**src/common/loader_pkg.sv**
```systemverilog
// Shared widths for the ROM download path
// Host request and Wishbone master structs, controller state enum

package loader_pkg;

	////////////////////
	// Widths
	////////////////////

	// One host data halfword
	localparam int HALF_WIDTH = 16;

	// One packed ROM word, two halfwords
	localparam int WORD_WIDTH = 32;

	// Host byte address
	localparam int IOCTL_ADDR_WIDTH = 25;

	// Wishbone word address, byte address without its two low bits
	localparam int WB_ADDR_WIDTH = IOCTL_ADDR_WIDTH - 2;

	////////////////////
	// Bus structs
	////////////////////

	// One host request as seen on the ioctl port
	typedef struct packed {
		// High for the whole transfer
		logic download;
		// Write pulse, one or more host cycles
		logic wr;
		// Byte address of the halfword
		logic [IOCTL_ADDR_WIDTH-1:0] addr;
		// Halfword payload
		logic [HALF_WIDTH-1:0] dout;
	} ioctl_t;

	// Master-driven Wishbone classic signals
	typedef struct packed {
		logic cyc;
		logic stb;
		logic we;
		// Word address
		logic [WB_ADDR_WIDTH-1:0] adr;
		logic [WORD_WIDTH-1:0] dat;
		// Full words only, so always all ones
		logic [WORD_WIDTH/8-1:0] sel;
	} wb_master_t;

	////////////////////
	// Controller states
	////////////////////

	typedef enum logic [1:0] {
		// Core in reset, counting after hardware_reset or a download
		st_settle,
		// Core running
		st_run,
		// Download started, host stalled while counting
		st_hold,
		// Download in progress
		st_load
	} ctrl_state_e;

endpackage

```
**src/hdl/download_control.sv**
```systemverilog
// Reset and host stall sequencing around ROM downloads
// FSM with one shared hold counter

`timescale 1ns/100ps

module download_control #(
	// Cycles spent in st_settle and in st_hold
	parameter int HOLD_CYCLES = 255
) (
	input logic clk_sys,
	input logic hardware_reset,

	// Synchronized download flag from the host
	input logic download,

	// Packer has a word waiting for its acknowledge
	input logic packer_busy,

	// Packer may take halfwords
	output logic load_enable,

	// Core held in reset
	output logic core_reset,

	// Stall the host
	output logic ioctl_wait
);

	////////////////////
	// Counter sizing
	////////////////////

	// Wide enough to hold HOLD_CYCLES itself
	localparam int CNT_WIDTH = $clog2(HOLD_CYCLES + 1);

	// Last count of a hold period
	localparam logic [CNT_WIDTH-1:0] CNT_LAST = CNT_WIDTH'(HOLD_CYCLES - 1);

	////////////////////
	// State
	////////////////////

	loader_pkg::ctrl_state_e state_q;
	loader_pkg::ctrl_state_e state_d;

	// Hold counter, reused by st_settle and st_hold
	logic [CNT_WIDTH-1:0] cnt_q;
	logic [CNT_WIDTH-1:0] cnt_d;

	// Current hold period ends this cycle
	logic hold_done;

	assign hold_done = (cnt_q == CNT_LAST);

	// hardware_reset lands in st_settle with a fresh count
	always_ff @(posedge clk_sys) begin
		if (hardware_reset) begin
			state_q <= loader_pkg::st_settle;
			cnt_q <= '0;
		end else begin
			state_q <= state_d;
			cnt_q <= cnt_d;
		end
	end

	////////////////////
	// Next state
	////////////////////

	always_comb begin
		state_d = state_q;
		// Counter reads zero on entry to every state
		cnt_d = '0;

		case (state_q)
			// Core still in reset after power-up or after a download
			loader_pkg::st_settle: begin
				if (hold_done) begin
					state_d = loader_pkg::st_run;
				end else begin
					cnt_d = cnt_q + 1'b1;
				end
			end

			// Download level seen high, so a transfer has started
			loader_pkg::st_run: begin
				if (download) begin
					state_d = loader_pkg::st_hold;
				end
			end

			// Give the core time to settle in reset before data flows
			loader_pkg::st_hold: begin
				if (hold_done) begin
					state_d = loader_pkg::st_load;
				end else begin
					cnt_d = cnt_q + 1'b1;
				end
			end

			// Halfwords flow until the host drops download
			loader_pkg::st_load: begin
				if (!download) begin
					state_d = loader_pkg::st_settle;
				end
			end

			default: begin
				state_d = loader_pkg::st_settle;
			end
		endcase
	end

	////////////////////
	// Outputs
	////////////////////

	// Core runs only in st_run
	assign core_reset = (state_q != loader_pkg::st_run);

	// Packer is live only during the load phase
	assign load_enable = (state_q == loader_pkg::st_load);

	// Stall during the hold time and while a word waits for ack
	assign ioctl_wait = (state_q == loader_pkg::st_hold) ||
		((state_q == loader_pkg::st_load) && packer_busy);

endmodule

```
**src/hdl/rom_loader_top.sv**
```systemverilog
// ROM download top level
// Synchronizer, halfword packer and reset controller

`timescale 1ns/100ps

module rom_loader_top #(
	// Hold time in clk_sys cycles around each download
	parameter int HOLD_CYCLES = 255
) (
	input logic clk_sys,
	input logic hardware_reset,

	// Host side, in the host clock domain
	input loader_pkg::ioctl_t ioctl,
	output logic ioctl_wait,

	// ROM storage, Wishbone classic master
	output loader_pkg::wb_master_t wb,
	input logic wb_ack,

	// Reset for the core fed by this ROM
	output logic core_reset
);

	////////////////////
	// Internal wires
	////////////////////

	// Host request after the two-stage synchronizer
	loader_pkg::ioctl_t ioctl_synced;

	// One clk_sys pulse per host write
	logic wr_rise;

	// Packer may accept halfwords
	logic load_enable;

	// Packed word waiting for its acknowledge
	logic packer_busy;

	////////////////////
	// Clock crossing
	////////////////////

	ioctl_sync u_ioctl_sync (
		.clk_sys        (clk_sys),
		.hardware_reset (hardware_reset),
		.ioctl          (ioctl),
		.ioctl_synced   (ioctl_synced),
		.wr_rise        (wr_rise)
	);

	////////////////////
	// Word packing
	////////////////////

	word_packer u_word_packer (
		.clk_sys        (clk_sys),
		.hardware_reset (hardware_reset),
		.ioctl_synced   (ioctl_synced),
		.wr_rise        (wr_rise),
		.load_enable    (load_enable),
		.wb             (wb),
		.wb_ack         (wb_ack),
		.packer_busy    (packer_busy)
	);

	////////////////////
	// Reset sequencing
	////////////////////

	// Controller sees download only after the synchronizer
	download_control #(
		.HOLD_CYCLES (HOLD_CYCLES)
	) u_download_control (
		.clk_sys        (clk_sys),
		.hardware_reset (hardware_reset),
		.download       (ioctl_synced.download),
		.packer_busy    (packer_busy),
		.load_enable    (load_enable),
		.core_reset     (core_reset),
		.ioctl_wait     (ioctl_wait)
	);

endmodule

```
**src/rom_loader/ioctl_sync.sv**
```systemverilog
// Two-stage synchronizer of the host ioctl request
// Rising-edge detection of the write pulse

`timescale 1ns/100ps

module ioctl_sync (
	input logic clk_sys,
	input logic hardware_reset,

	// Raw request from the host clock domain
	input loader_pkg::ioctl_t ioctl,

	// Request in clk_sys, two cycles behind the input
	output loader_pkg::ioctl_t ioctl_synced,

	// One cycle pulse, one cycle after synced wr rises
	output logic wr_rise
);

	////////////////////
	// Sync stages
	////////////////////

	// First stage may go metastable
	loader_pkg::ioctl_t stage1_q;
	loader_pkg::ioctl_t stage2_q;

	// Third stage of wr, only for edge detection
	logic wr_stage3_q;

	// Registered edge pulse
	logic wr_rise_q;

	always_ff @(posedge clk_sys) begin
		if (hardware_reset) begin
			stage1_q <= '0;
			stage2_q <= '0;
			wr_stage3_q <= 1'b0;
			wr_rise_q <= 1'b0;
		end else begin
			stage1_q <= ioctl;
			stage2_q <= stage1_q;
			wr_stage3_q <= stage2_q.wr;
			// New write when stage 2 is high and stage 3 still low
			wr_rise_q <= stage2_q.wr & ~wr_stage3_q;
		end
	end

	assign ioctl_synced = stage2_q;
	assign wr_rise = wr_rise_q;

endmodule

```
**src/rom_loader/word_packer.sv**
```systemverilog
// Packs pairs of host halfwords into 32-bit ROM words
// Wishbone classic single-write master, one word in flight

`timescale 1ns/100ps

module word_packer (
	input logic clk_sys,
	input logic hardware_reset,

	// Synchronized host request
	input loader_pkg::ioctl_t ioctl_synced,

	// One pulse per host write
	input logic wr_rise,

	// Low outside the load phase
	input logic load_enable,

	// Wishbone master side
	output loader_pkg::wb_master_t wb,
	input logic wb_ack,

	// Word built and not yet acknowledged
	output logic packer_busy
);

	////////////////////
	// Registers
	////////////////////

	// Low half when clear, high half when set
	logic half_idx_q;

	// Bus cycle open
	logic active_q;

	// Word address from the first halfword
	logic [loader_pkg::WB_ADDR_WIDTH-1:0] adr_q;

	// Word under assembly
	logic [loader_pkg::WORD_WIDTH-1:0] dat_q;

	// Halfword taken this cycle
	logic accept;

	// Writes during an open bus cycle are ignored
	assign accept = wr_rise & load_enable & ~active_q;

	////////////////////
	// Control
	////////////////////

	always_ff @(posedge clk_sys) begin
		if (hardware_reset) begin
			half_idx_q <= 1'b0;
			active_q <= 1'b0;
		end else begin
			// Close the cycle the clock after ack
			if (active_q && wb_ack) begin
				active_q <= 1'b0;
			end

			// Leaving the load phase drops a half-built pair
			if (!load_enable) begin
				half_idx_q <= 1'b0;
			end else if (accept) begin
				half_idx_q <= ~half_idx_q;
				// Second half completes the word
				if (half_idx_q) begin
					active_q <= 1'b1;
				end
			end
		end
	end

	////////////////////
	// Payload
	////////////////////

	always_ff @(posedge clk_sys) begin
		if (accept) begin
			if (!half_idx_q) begin
				dat_q[loader_pkg::HALF_WIDTH-1:0] <= ioctl_synced.dout;
				// Byte address to word address
				adr_q <= ioctl_synced.addr[loader_pkg::IOCTL_ADDR_WIDTH-1:2];
			end else begin
				dat_q[loader_pkg::WORD_WIDTH-1:loader_pkg::HALF_WIDTH] <= ioctl_synced.dout;
			end
		end
	end

	// Busy from the completing wr_rise through the ack cycle
	assign packer_busy = active_q | (accept & half_idx_q);

	// Address and data stay put while the cycle is open
	always_comb begin
		wb.cyc = active_q;
		wb.stb = active_q;
		wb.we = active_q;
		wb.adr = adr_q;
		wb.dat = dat_q;
		wb.sel = '1;
	end

endmodule

```
**config.mk**
```make
export PLATFORM = sky130hd
export DESIGN_NAME = rom_loader_top
export DESIGN_NICKNAME = d
export VERILOG_FILES = /design/src/common/loader_pkg.sv /design/src/hdl/download_control.sv /design/src/hdl/rom_loader_top.sv /design/src/rom_loader/ioctl_sync.sv /design/src/rom_loader/word_packer.sv
export SDC_FILE = /design/constraint.sdc
export NUM_CORES = 1
export LEC_CHECK = 0
export ABC_AREA = 1
export BUFFER_PORTS_ARGS = -buffer_cell sky130_fd_sc_hd__clkbuf_2
export CAP_MARGIN = 25
export CORE_ASPECT_RATIO = 1.5
export CORE_MARGIN = 2
export CORE_UTILIZATION = 55
export CTS_CLUSTER_SIZE = 16
export DETAILED_ROUTE_END_ITERATION = 7
export PLACE_DENSITY = 0.93
export REMOVE_ABC_BUFFERS = 1
export SYNTH_ARGS = -nofsm -noshare
export SYNTH_HDL_FRONTEND = slang
export SYNTH_SLANG_ARGS = --single-unit
```
**constraint.sdc**
```tcl
create_clock -name clk_sys -period 7.2 [get_ports clk_sys]
set_input_delay 0.36 -clock clk_sys [delete_from_list [all_inputs] [get_ports clk_sys]]
set_output_delay 0.36 -clock clk_sys [all_outputs]
set_load 0.01 [all_outputs]
```
; Yosys cells after proc, flatten, opt, wreduce, memory -nomap -nowiden
; Index checks and enable logic that the tools add are counted.
[totals]
regBits = 155
[classes]
n_addsub = 1
mux = 9
bitwise_logic = 10
n_reduce_logical = 10
eq_ne = 9
[op_table]
columns = operator, count
row1 = 8-bit by 1-bit adder with 8-bit output (second input constant), 1
row2 = 8-bit equality test (second input constant), 1
row3 = 2-bit two-way mux, 4
row4 = 2-bit one-hot mux with 4 select lines, 1
row5 = 2-bit by 1-bit != test with 1-bit output (second input constant), 3
row6 = 1-bit NOT, 5
row7 = 1-bit AND, 4
row8 = 2-bit equality test (second input constant), 2
row9 = 1-bit two-way mux, 4
row10 = 2-bit != test (second input constant), 2
row11 = 2-bit AND reduction, 2
row12 = 4-bit AND reduction, 1
row13 = 2-bit OR reduction, 2
row14 = 3-bit OR reduction, 1
row15 = 2-bit by 1-bit equality test with 1-bit output (second input constant), 1
row16 = 1-bit logical AND, 2
row17 = 2-bit logical NOT, 1
row18 = 1-bit logical OR, 1
row19 = 1-bit OR, 1

; Logic depth before layout (Yosys ltp)
; Gate-level depths: netlist of the first run.
[depth]
word_depth = 7
mapped_depth = 9
ltp_nobuf = 9

; Hierarchy
; A second synthesis of the first run with hierarchy kept.
[hier_totals]
hier_cells = 421
area_unflattened_um2 = 4931.0
[by_module_without_submodules]
columns = module, instances, cells_each, seq_area_each_um2, area_per_inst_um2
row1 = ioctl_sync, 1, 274, 1761.7, 2587.5
row2 = word_packer, 1, 79, 1691.6, 1811.7
row3 = download_control, 1, 68, 200.2, 531.8

; Worst setup path before layout of the first run
; Ideal clock, no wire load.
[synth_path]
path_type = flip-flop to flip-flop
from = register u_download_control.state_q[0]
to = register u_word_packer.adr_q[0] (netlist name) (enable)
path_stages_with_launch = 4
synth_period_minus_slack_ps = 2770
setup_time_ps = 435
slack_ps = 4430
path_buffers = 0
arrival_time_ps = 2334
cell_sequence = dfxtp_1 > ha_1 > nand3_1 > nor2_1
[synth_between]
elab_chain_len = 4
[synth_lines]
columns = element, line
row1 = from (decl), download_control.sv:43  ; loader_pkg::ctrl_state_e state_q;
row2 = from (signal assigned), download_control.sv:58  ; state_q <= loader_pkg::st_settle;
row3 = from (signal assigned), download_control.sv:61  ; state_q <= state_d;
row4 = 2-bit equality test, download_control.sv:122  ; assign load_enable = (state_q == loader_pkg::st_load);
row5 = 1-bit AND (2 in a row), word_packer.sv:47  ; assign accept = wr_rise & load_enable & ~active_q;
row6 = 2-bit AND reduction (no source line), --
row7 = to (signal assigned), word_packer.sv:85  ; adr_q <= ioctl_synced.addr[loader_pkg::IOCTL_ADDR_WIDTH-1:2];
row8 = to (decl), word_packer.sv:38  ; logic [loader_pkg::WB_ADDR_WIDTH-1:0] adr_q;
; No other way between the ends.
; A chain may end at the register's enable or synchronous reset.

; Final worst setup path of the first run
[layout_path]
from = register u_download_control.state_q[0]
to = output port ioctl_wait
[layout_between]
elab_chain_len = 7
word_cells_on_any_way = 8
classes_between = eq/ne (2) / bitwise (4) / reduce/logical (2)
[layout_lines]
columns = element, line
row1 = 2-bit equality test, "download_control.sv:122, download_control.sv:126"
row2 = 1-bit AND (2 in a row), word_packer.sv:47
row3 = 1-bit AND, word_packer.sv:93  ; assign packer_busy = active_q | (accept & half_idx_q);
row4 = 1-bit OR, word_packer.sv:93
row5 = 1-bit logical AND, download_control.sv:126  ; ((state_q == loader_pkg::st_load) && packer_busy);
row6 = 1-bit logical OR (*), download_control.sv:125  ; assign ioctl_wait = (state_q == loader_pkg::st_hold) ||
row7 = to (decl), rom_loader_top.sv:15  ; output logic ioctl_wait,
; Mark *: on every way between the ends. The rest lies on a longest branch, timed or not.

==> results of run 1 <==
[worst min-delay path by stage]
stage / from / end / slack (ps)
floorplan: u_ioctl_sync.wr_stage3_q$_SDFF_PP0_ / u_ioctl_sync.wr_rise$_SDFF_PP0_ / 370
global placement: u_ioctl_sync.wr_stage3_q$_SDFF_PP0_ / u_ioctl_sync.wr_rise$_SDFF_PP0_ / 380
detailed placement: u_ioctl_sync.ioctl_synced[33]$_SDFF_PP0_ / u_word_packer.adr_q[15]$_DFFE_PP_ / 390
CTS: ioctl[24] / u_ioctl_sync.stage1_q[24]$_SDFF_PP0_ / 110
global route: ioctl[14] / u_ioctl_sync.stage1_q[14]$_SDFF_PP0_ / 120
finish: ioctl[24] / u_ioctl_sync.stage1_q[24]$_SDFF_PP0_ / 120
[layout make-up]
class / instances / area, um^2 / share of cell area
Clock buffer: 21 / 493 / 0.0832
Clock inverter: 11 / 109 / 0.0184
Inverter: 94 / 353 / 0.0595
Multi-Input combinational cell: 146 / 716 / 0.121
Sequential cell: 151 / 3570 / 0.603
Tap cell: 107 / 134 / 0.0226
Timing Repair Buffer: 106 / 551 / 0.0929
[logic make-up (layout without fill, tap and decap cells)]
logic type	after synthesis	after routing	share of synthesized area
other cells	1	4	0.000795
flops	151	151	0.757
xor+xnor	3	3	0.00557
compound gates	8	8	0.00902
fa+ha+maj	7	7	0.0186
buf+inv	110	232	0.0949
simple gates	124	124	0.114
[sequential cells by signal (all words and copies together), names as in the netlist]
name / flops
u_download_control.cnt_q: 8
u_download_control.state_q: 2
u_ioctl_sync.ioctl_synced: 41
u_ioctl_sync.stage1_q: 41
u_ioctl_sync.wr_rise: 1
u_ioctl_sync.wr_stage3_q: 1
u_word_packer.active_q: 1
u_word_packer.adr_q: 23
u_word_packer.dat_q: 32
u_word_packer.half_idx_q: 1
[cells in the mapped netlist]
library cell / n
dfxtp_1: 96
nor2_1: 96
inv_1: 94
edfxtp_1: 55
nand2_1: 10
a21oi_1: 7
buf_2: 7
buf_4: 7
ha_1: 7
nand3_1: 6
clkbuf_1: 2
nand2_4: 2
nand3b_1: 2
nor2_4: 2
xor2_1: 2
conb_1: 1
nand2_2: 1
nand3_4: 1
nor2_2: 1
nor3_1: 1
nor3b_1: 1
o21a_1: 1
or2_2: 1
xnor2_1: 1
[layout by cell type, fill, tap and decap left out, types with 2 or more instances in the layout]
cell and n:
nand2_1 10, buf_4 2, clkinv_4 3, nor2_4 3, clkinv_2 2, nand2_4 2, dfxtp_1 96, clkbuf_16 19
nor2_1 95, inv_6 4, xor2_1 2, ha_1 7, conb_1 4, nand3b_1 2, inv_1 94, clkbuf_2 102
edfxtp_1 55, a21oi_1 7, nand3_1 6
[metal layers]
metal | track usage | vias up
li1 | - | 1415
met1 | 0.185 | 1298
met2 | 0.317 | 109
met3 | 0.0638 | 20
met4 | 0.136 | 0
met5 | 0 | -
[critical path: stages, from the launching register on]
cell and delay [ps]:
dfxtp_1 400, ha_1 240, nand3_1 190, nor2_1 380, inv_1 120, nand2_1 80
clkbuf_2 120
[where the power goes]
part | total, mW | internal (mW) | leakage (nW) | switching [mW]
combinational | 0.0436 | 0.0182 | 1.14 | 0.0254
sequential | 0.914 | 0.905 | 1.30 | 0.00845
clock | 0.866 | 0.530 | 0.295 | 0.335
total | 1.82 | 1.45 | 2.73 | 0.369
==> results.json, run 1 <==
{
  "outcome": "finished clean",
  "dr.pass1.iters": 4,
  "clkTransAtPathRegs_ps": 60,
  "dp_slack_ps": 5330,
  "synth_top_area_share": 0.407,
  "met3WireLength_um": 418,
  "n_antenna_cell": 0,
  "stdcell_count": 636,
  "top_level_ports": 110,
  "hold_class": "in2reg",
  "min_period_ps": 2320,
  "irDropWorstVdd_mv": 0.203,
  "yosysWarnings": 0,
  "die_w_um": 79.6,
  "dpl_cell_area_um2": 5330,
  "synthesis.area_um2": 4720,
  "total_power_mw": 1.82,
  "first_iter_violations": 153,
  "dieArea_um2": 9350,
  "nets": 569,
  "whs_ps": 123,
  "crit_path_start": "u_download_control.state_q[0]$_SDFFE_PP0P_",
  "grt_max_degree": 86,
  "dp.cells": 604,
  "cts_made_buffers": 17,
  "slew_viol_final": 0,
  "htreeDepth": 4,
  "drc": 0,
  "cp.required_ps": 6840,
  "final_util": 0.709,
  "r2r-end": "u_word_packer.dat_q[26]$_DFFE_PP_",
  "viasPerCell": 4.47,
  "gp_congestion": 0.770,
  "ys_top_cells_by_area": "dfxtp_1, edfxtp_1, nor2_1",
  "coreArea_um2": 8360,
  "cp.arrival_ps": 1960,
  "fillers": 559,
  "drv_cap": 0,
  "m1WireLength_um": 2950,
  "globalRouteOverflowTotal": 0,
  "critPathMaxFanout": 6,
  "max_freq_mhz": 432,
  "start_util": 0.564,
  "p_leak_nw": 2.73,
  "clk_latency_ps": 420,
  "wire_per_inst_um": 12.9,
  "worst_slew_pin_slew_ps": 791,
  "fin_ws_ps": 4880,
  "cts_hold_buf": 0,
  "fp.dieH_um": 117,
  "num_rows": 41,
  "root_buffer": "clkbuf_16",
  "crit_path_end_kind": "primary output",
  "synthCells": 404,
  "path_class": "reg2out",
  "wl_um": 8210,
  "area_growth_pct": 25.6,
  "top_layer_used": "met4",
  "synth_top_area_cell": "dfxtp_1",
  "hold_viol": 0,
  "setup_viol": 0,
  "hpwl_um": 5350,
  "start_kind": "register",
  "drive_gt1_frac": 0.276,
  "grt_pass1_vias": 2835,
  "ys_seq_area_frac": 0.757,
  "timing.final.crit_share": 0.322,
  "r2r_start": "u_download_control.state_q[0]$_SDFFE_PP0P_",
  "cts_sinks": 151,
  "clock_skew_ps": 20.4,
  "met2_length_um": 4550,
  "vias": 2842,
  "tns_ps": 0,
  "hold_depth": 3,
  "cts_tree": "done",
  "final_area_um2": 5930,
  "clockBufferDepth": 2,
  "ff2ff_path_depth": 4,
  "cts.repair.resized": 0,
  "cellPowerDensity_nw_per_um2": 308,
  "maxSlewHeadroom": 0.473,
  "post_synth.cell_area_avg_um2": 11.7,
  "rsz0062_at_grt": "false",
  "rrSetupSlack_ps": 5350,
  "cts_setup_buffers": 0,
  "synth-seq-cells": 151,
  "ys_types": 24,
  "setup.worst_path.end": "ioctl_wait",
  "grt_antenna_before_repair": 0,
  "grt_use_total": 0.188,
  "ant_nets": 0,
  "io_buffer_count": 103,
  "grt_pass1_wl_um": 12800
}
Note: power is estimated with default switching activity, not from simulation.
==> inputs of run 2 (changes only) <==
Settings changed: ABC_AREA 1 to 0, CORE_UTILIZATION 55 to 52, PLACE_DENSITY 0.93 to 0.9.
Clock period 7.2 ns to 2.4 ns, I/O delays scaled along.
==> run 2 against run 1 <==
  * Clock-buffer cell count is 1 lower
  * Critical endpoint is now u_word_packer.adr_q[2]$_DFFE_PP_
  * Via count is 6.3% lower
  * Critical path type is now reg2reg
  * Area after synthesis is 3.0% lower
  * Clock skew is 11 ps lower
  * Global-route usage hardly changed
  * Hold slack worse by 36 ps
  * Sequential cell count stayed put
  * Critical path depth is 2 lower
  * Worst setup slack worse by 4200 ps
  * Largest cell class unchanged
==> results.json, run 2 <==
{
  "first_iter_violations": 172,
  "gp_congestion": 0.727,
  "crit_buf_inv": 1,
  "cts.repair.resized": 0,
  "yosysMostFrequentCell": "dfxtp_1",
  "p_clk_frac": 0.445,
  "worst_slew_pin_slew_ps": 601,
  "total_power_mw": 5.45,
  "drc": 0,
  "nets": 513,
  "hpwl_um": 4950,
  "synth_top_area_share": 0.420,
  "dpl_cell_area_um2": 5180,
  "wire_per_inst_um": 14.6,
  "clock_skew_ps": 9.26,
  "crit_path_end_kind": "register",
  "max_stage_delay_ps": 440,
  "power_frac_comb": 0.048,
  "grt_pass1_vias": 2646,
  "critPathMaxFanout": 38,
  "grt_use_total": 0.188,
  "p_leak_nw": 2.55,
  "clkTransAtPathRegs_ps": 60,
  "cts_sinks": 151,
  "drive_gt1_frac": 0.309,
  "async_flop_share": 0,
  "r2r_start": "u_word_packer.active_q$_SDFF_PP0_",
  "path_delay_family": "simple AND/OR/NAND/NOR gates",
  "mostFrequentLayoutCells": "clkbuf_2, dfxtp_1, nor2b_1",
  "crit_path_cell_trace": "nor2b_1, nand2_1, nor2_4, buf_4",
  "vias": 2664,
  "grt_antenna_before_repair": 2,
  "irDropWorstVdd_mv": 0.664,
  "synthCells": 306,
  "rrSetupSlack_ps": 690,
  "synth-seq-cells": 151,
  "crit_path_start": "u_word_packer.active_q$_SDFF_PP0_",
  "min_period_ps": 1710,
  "root_buffer": "clkbuf_16",
  "power_frac_seq": 0.507,
  "ys_types": 27,
  "synth_edf_count": 55,
  "r2r-end": "u_word_packer.adr_q[2]$_DFFE_PP_",
  "synthFlopType": "dfxtp_1",
  "crit_cells": 4,
  "maxSlewHeadroom": 0.599,
  "clk_latency_ps": 420,
  "setup_viol": 0,
  "hold_viol": 0,
  "cts_hold_buf": 42,
  "cts_tree": "done",
  "fp.dieH_um": 119,
  "final_area_um2": 6150,
  "htreeDepth": 4,
  "setup.worst_path.end": "u_word_packer.adr_q[2]$_DFFE_PP_",
  "start_kind": "register",
  "ant_nets": 0,
  "path_class": "reg2reg",
  "cts_setup_buffers": 0,
  "cts_made_buffers": 17,
  "crit_slowest_cell": "buf_4",
  "num_rows": 41,
  "ys_seq_area_frac": 0.781,
  "dieArea_um2": 9580,
  "viasPerCell": 4.58,
  "ys_top_cells_by_count": "dfxtp_1, nor2b_1, edfxtp_1",
  "area_growth_pct": 34.4,
  "start_util": 0.541,
  "p_int_mw": 4.31,
  "synthesis.area_um2": 4580,
  "swShare": 0.210,
  "grt_pass1_wl_um": 12900,
  "cellPowerDensity_nw_per_um2": 887,
  "coreArea_um2": 8460,
  "hold_class": "in2reg",
  "synth_top_area_cell": "dfxtp_1",
  "clockBufferDepth": 2,
  "top_level_ports": 110,
  "max_freq_mhz": 586,
  "globalRouteOverflowTotal": 0,
  "ys_top_cells_by_area": "dfxtp_1, edfxtp_1, nor2b_1",
  "die_w_um": 80.6,
  "rsz0062_at_grt": "false",
  "dr.pass1.iters": 4,
  "post_synth.cell_area_avg_um2": 15.0,
  "io_buffer_count": 103,
  "final_common_cell": "clkbuf_2",
  "cp.required_ps": 2450,
  "drv_cap": 0,
  "yosysWarnings": 0,
  "ff2ff_path_depth": 4,
  "grt_max_degree": 39,
  "timing.final.crit_share": 0.711,
  "power.switching_mw": 1.14,
  "outcome": "finished clean",
  "cp.arrival_ps": 1760,
  "slew_viol_final": 0,
  "fillers": 513,
  "wl_um": 8490
}
==> run 2: cell families after synthesis <==
| logic type | count (synthesis) | synth area share |
|---|---|---|
| AOI/OAI and AO/OA | 7 | 0.0101 |
| xor gates and xnor gates | 7 | 0.0134 |
| adders and majority gates | 7 | 0.0191 |
| buffers and inverters | 22 | 0.0254 |
| DFF | 151 | 0.781 |
| muxes | 1 | 0.00219 |
| other | 1 | 0.000819 |
| and+or+nand+nor | 110 | 0.148 |
==> run 2: metrics by stage <==
stage / TNS [ps] / hold slack [ps] / std cells / util / worst slack (ps)
after detailed placement: 0 / 332 / 506 / 0.612 / 719
after global routing: 0 / 94.7 / 582 / 0.727 / 580
after floorplan: -15890 / 189 / 292 / - / -407
after global placement: 0 / 327 / 506 / 0.612 / 803
after CTS: 0 / 64.5 / 580 / 0.726 / 714
final: 0 / 87.2 / 582 / 0.727 / 693
==> run 2: power by group through the flow <==
stage	Clock (mW)	Sequential, mW	Combinational, mW
floorplan	0	2.81	0.113
global placement	0	2.81	0.182
finish	2.43	2.77	0.261
detailed placement	0	2.82	0.195
CTS	2.44	2.76	0.254
global route	2.56	2.77	0.286
==> run 2: final cells by class <==
class	instances	area, um^2	share of cell area
repair buffers	149	966	0.157
diodes	2	5.00	0.000814
flip-flops and latches	151	3570	0.581
clock inverters	12	103	0.0167
well taps	107	134	0.0218
clock buffers	20	447	0.0726
inverters	5	18.8	0.00305
multi-input cells	136	906	0.147
==> run 2: how the worst min path moves through the flow <==
stage,startpoint,end,cells past startpoint
global route,hardware_reset,u_ioctl_sync.ioctl_synced[28]$_SDFF_PP0_,2
floorplan,hardware_reset,u_download_control.state_q[1]$_SDFFE_PP0P_,1
CTS,hardware_reset,u_ioctl_sync.ioctl_synced[31]$_SDFF_PP0_,2
detailed placement,ioctl[27],u_ioctl_sync.stage1_q[27]$_SDFF_PP0_,2
finish,hardware_reset,u_ioctl_sync.ioctl_synced[31]$_SDFF_PP0_,2
global placement,ioctl[42],u_ioctl_sync.stage1_q[42]$_SDFF_PP0_,2
==> run 2: layer usage <==
metal,share of wire,GRT usage,vias up
met5,0,0,-
met4,0.037,0.123,0
met3,0.052,0.0644,18
met2,0.54,0.321,102
met1,0.37,0.189,1247
li1,-,-,1297
==> run 2: worst register-to-register path, cell delays in order (launching register included) <==
cell     delay, ps
dfxtp_1        360
nor2b_1        260
nand2_1        160
nor2_4         110
buf_4          440
==> inputs of run 3 (changes only) <==
Settings changed: ABC_AREA 0 to 1.
Clock period 2.4 ns to 1.58 ns, I/O delays scaled along.
==> run 3 against run 2 <==
  * Cell area is 4.8% higher
  * Cell count is 19% higher
  * Sequential share of layout area fell by 2.5 points
  * Utilization is 0.35 points higher
  * Clock skew decreased by 1.3 ps
  * Critical endpoint is now ioctl_wait
  * Largest cell class unchanged
==> results.json, run 3 (synthesis gave the netlist of run 1 again) <==
{
  "tns_ps": 0,
  "seq_area_um2": 3580,
  "cts_tree": "done",
  "num_rows": 42,
  "crit_path_end_kind": "primary output",
  "hold_class": "in2reg",
  "wl_um": 8860,
  "n_antenna_cell": 0,
  "dr.pass1.iters": 4,
  "crit_buf_inv": 3,
  "gp_congestion": 0.759,
  "critPathMaxFanout": 2,
  "io_buffer_count": 103,
  "viasPerCell": 4.43,
  "vias": 3057,
  "globalRouteOverflowTotal": 0,
  "cts_made_buffers": 17,
  "hpwl_um": 5300,
  "clkTransAtPathRegs_ps": 60,
  "drive_gt1_frac": 0.283,
  "area_growth_pct": 36.6,
  "crit_slowest_cell": "dfxtp_4",
  "fin_ws_ps": 77.6,
  "path_delay_family": "flip-flops",
  "first_iter_violations": 179,
  "whs_ps": 7.44,
  "start_kind": "register",
  "max_stage_delay_ps": 360,
  "dp_slack_ps": 84.3,
  "drc": 0,
  "irDropWorstVdd_mv": 1.11,
  "mostFrequentLayoutCells": "clkbuf_2, nor2_1, dfxtp_1",
  "path_class": "reg2out",
  "die_w_um": 81.8,
  "min_period_ps": 1500,
  "hold_viol": 0,
  "max_freq_mhz": 666,
  "clk_latency_ps": 420,
  "rsz0062_at_grt": "false",
  "dieArea_um2": 9870,
  "fp.dieH_um": 121,
  "dp.cells": 609,
  "wire_per_inst_um": 12.8,
  "clock_skew_ps": 7.91,
  "grt_max_degree": 75,
  "nets": 620,
  "coreArea_um2": 8830,
  "setup_viol": 0,
  "start_util": 0.534,
  "top_level_ports": 110,
  "crit_path_cell_trace": "ha_4, nand3_4, nor2_4, buf_12, inv_2, nand2_2, buf_2",
  "grt_pass1_wl_um": 14000,
  "outcome": "finished clean",
  "grt_use_total": 0.197,
  "cp.required_ps": 1500,
  "stdcell_count": 690,
  "fillers": 587,
  "clockBufferDepth": 2,
  "final_common_cell": "clkbuf_2",
  "htreeDepth": 4,
  "cellPowerDensity_nw_per_um2": 1260,
  "cts_sinks": 151,
  "final_util": 0.730,
  "root_buffer": "clkbuf_16",
  "ant_nets": 0,
  "grt_antenna_before_repair": 0,
  "multiInputGateArea_um2": 761,
  "timing.final.crit_share": 0.951,
  "cp.arrival_ps": 1420,
  "slew_viol_final": 0,
  "drv_cap": 0,
  "grt_pass1_vias": 2999,
  "p_leak_nw": 2.93
}
run 3: cell types whose count changed in the layout (fill, tap and decap cells not counted), moves of 4 or more:
| cell | delta |
|---|---|
| nand2_1 | +6 |
| clkinv_2 | -4 |
| nor2_1 | +92 |
| inv_1 | +87 |
| nor2_2 | -6 |
| inv_4 | +4 |
| nor2b_1 | -85 |
run 3: metal layers:
layer | vias to the layer above | track usage | routed length [um] | share of wire
li1 | 1522 | - | - | -
met1 | 1409 | 0.191 | 3160 | 0.36
met2 | 105 | 0.360 | 5070 | 0.57
met3 | 21 | 0.0604 | 383 | 0.043
met4 | 0 | 0.101 | 243 | 0.027
met5 | - | 0 | 0 | 0
run 3: final timing paths:
check / from / endpoint / slack (ps) / cells past startpoint
setup reg to reg: u_download_control.state_q[1]$_SDFFE_PP0P_ / u_download_control.state_q[0]$_SDFFE_PP0P_ / 120 / 8
setup / recovery: u_download_control.state_q[1]$_SDFFE_PP0P_ / ioctl_wait / 80 / 7
hold / removal: wb_ack / u_word_packer.active_q$_SDFF_PP0_ / 7 / 3
hold reg to reg: u_ioctl_sync.wr_stage3_q$_SDFF_PP0_ / u_ioctl_sync.wr_rise$_SDFF_PP0_ / 380 / 1
run 3: per-stage QoR:
| step | power, mW | instance area [um^2] |
|---|---|---|
| CTS | 8.15 | 6430 |
| finish | 8.09 | 6450 |
| detailed placement | 4.45 | 5370 |
| global placement | 4.42 | 5370 |
| floorplan | 4.33 | 4630 |
| global route | 8.38 | 6450 |
run 3: worst register-to-register path: stages, from the launching register on:
cell     delay [ps]
dfxtp_4         360
buf_4           120
inv_1            70
ha_1            170
or2_2           320
nand2_4         100
nand3_1          80
nand2_1          90
nor2_1           40
run 3: layout make-up:
| type | instances | share of cell area |
|---|---|---|
| inverter | 94 | 0.0547 |
| sequential | 151 | 0.556 |
| multi-input combinational | 146 | 0.118 |
| tap | 110 | 0.0213 |
| clock buffer | 18 | 0.0666 |
| clock inverter | 14 | 0.0177 |
| timing repair buffer | 157 | 0.166 |
run 3: power breakdown:
part / switching (mW) / internal [mW] / leakage [nW]
sequential: 0.0406 / 4.12 / 1.30
combinational: 0.132 / 0.159 / 1.36
clock: 1.59 / 2.05 / 0.269
run 3: repair_timing:
action / 4_1_cts / 5_1_grt
gates resized for setup: 11 / 7
endpoints found under the setup margin: 1 / 3
pin swaps: 2 / 2
gates cloned: 0 / 0
endpoints found under the hold margin: 45 / 0
setup buffers: 4 / 0
hold buffers: 45 / 0
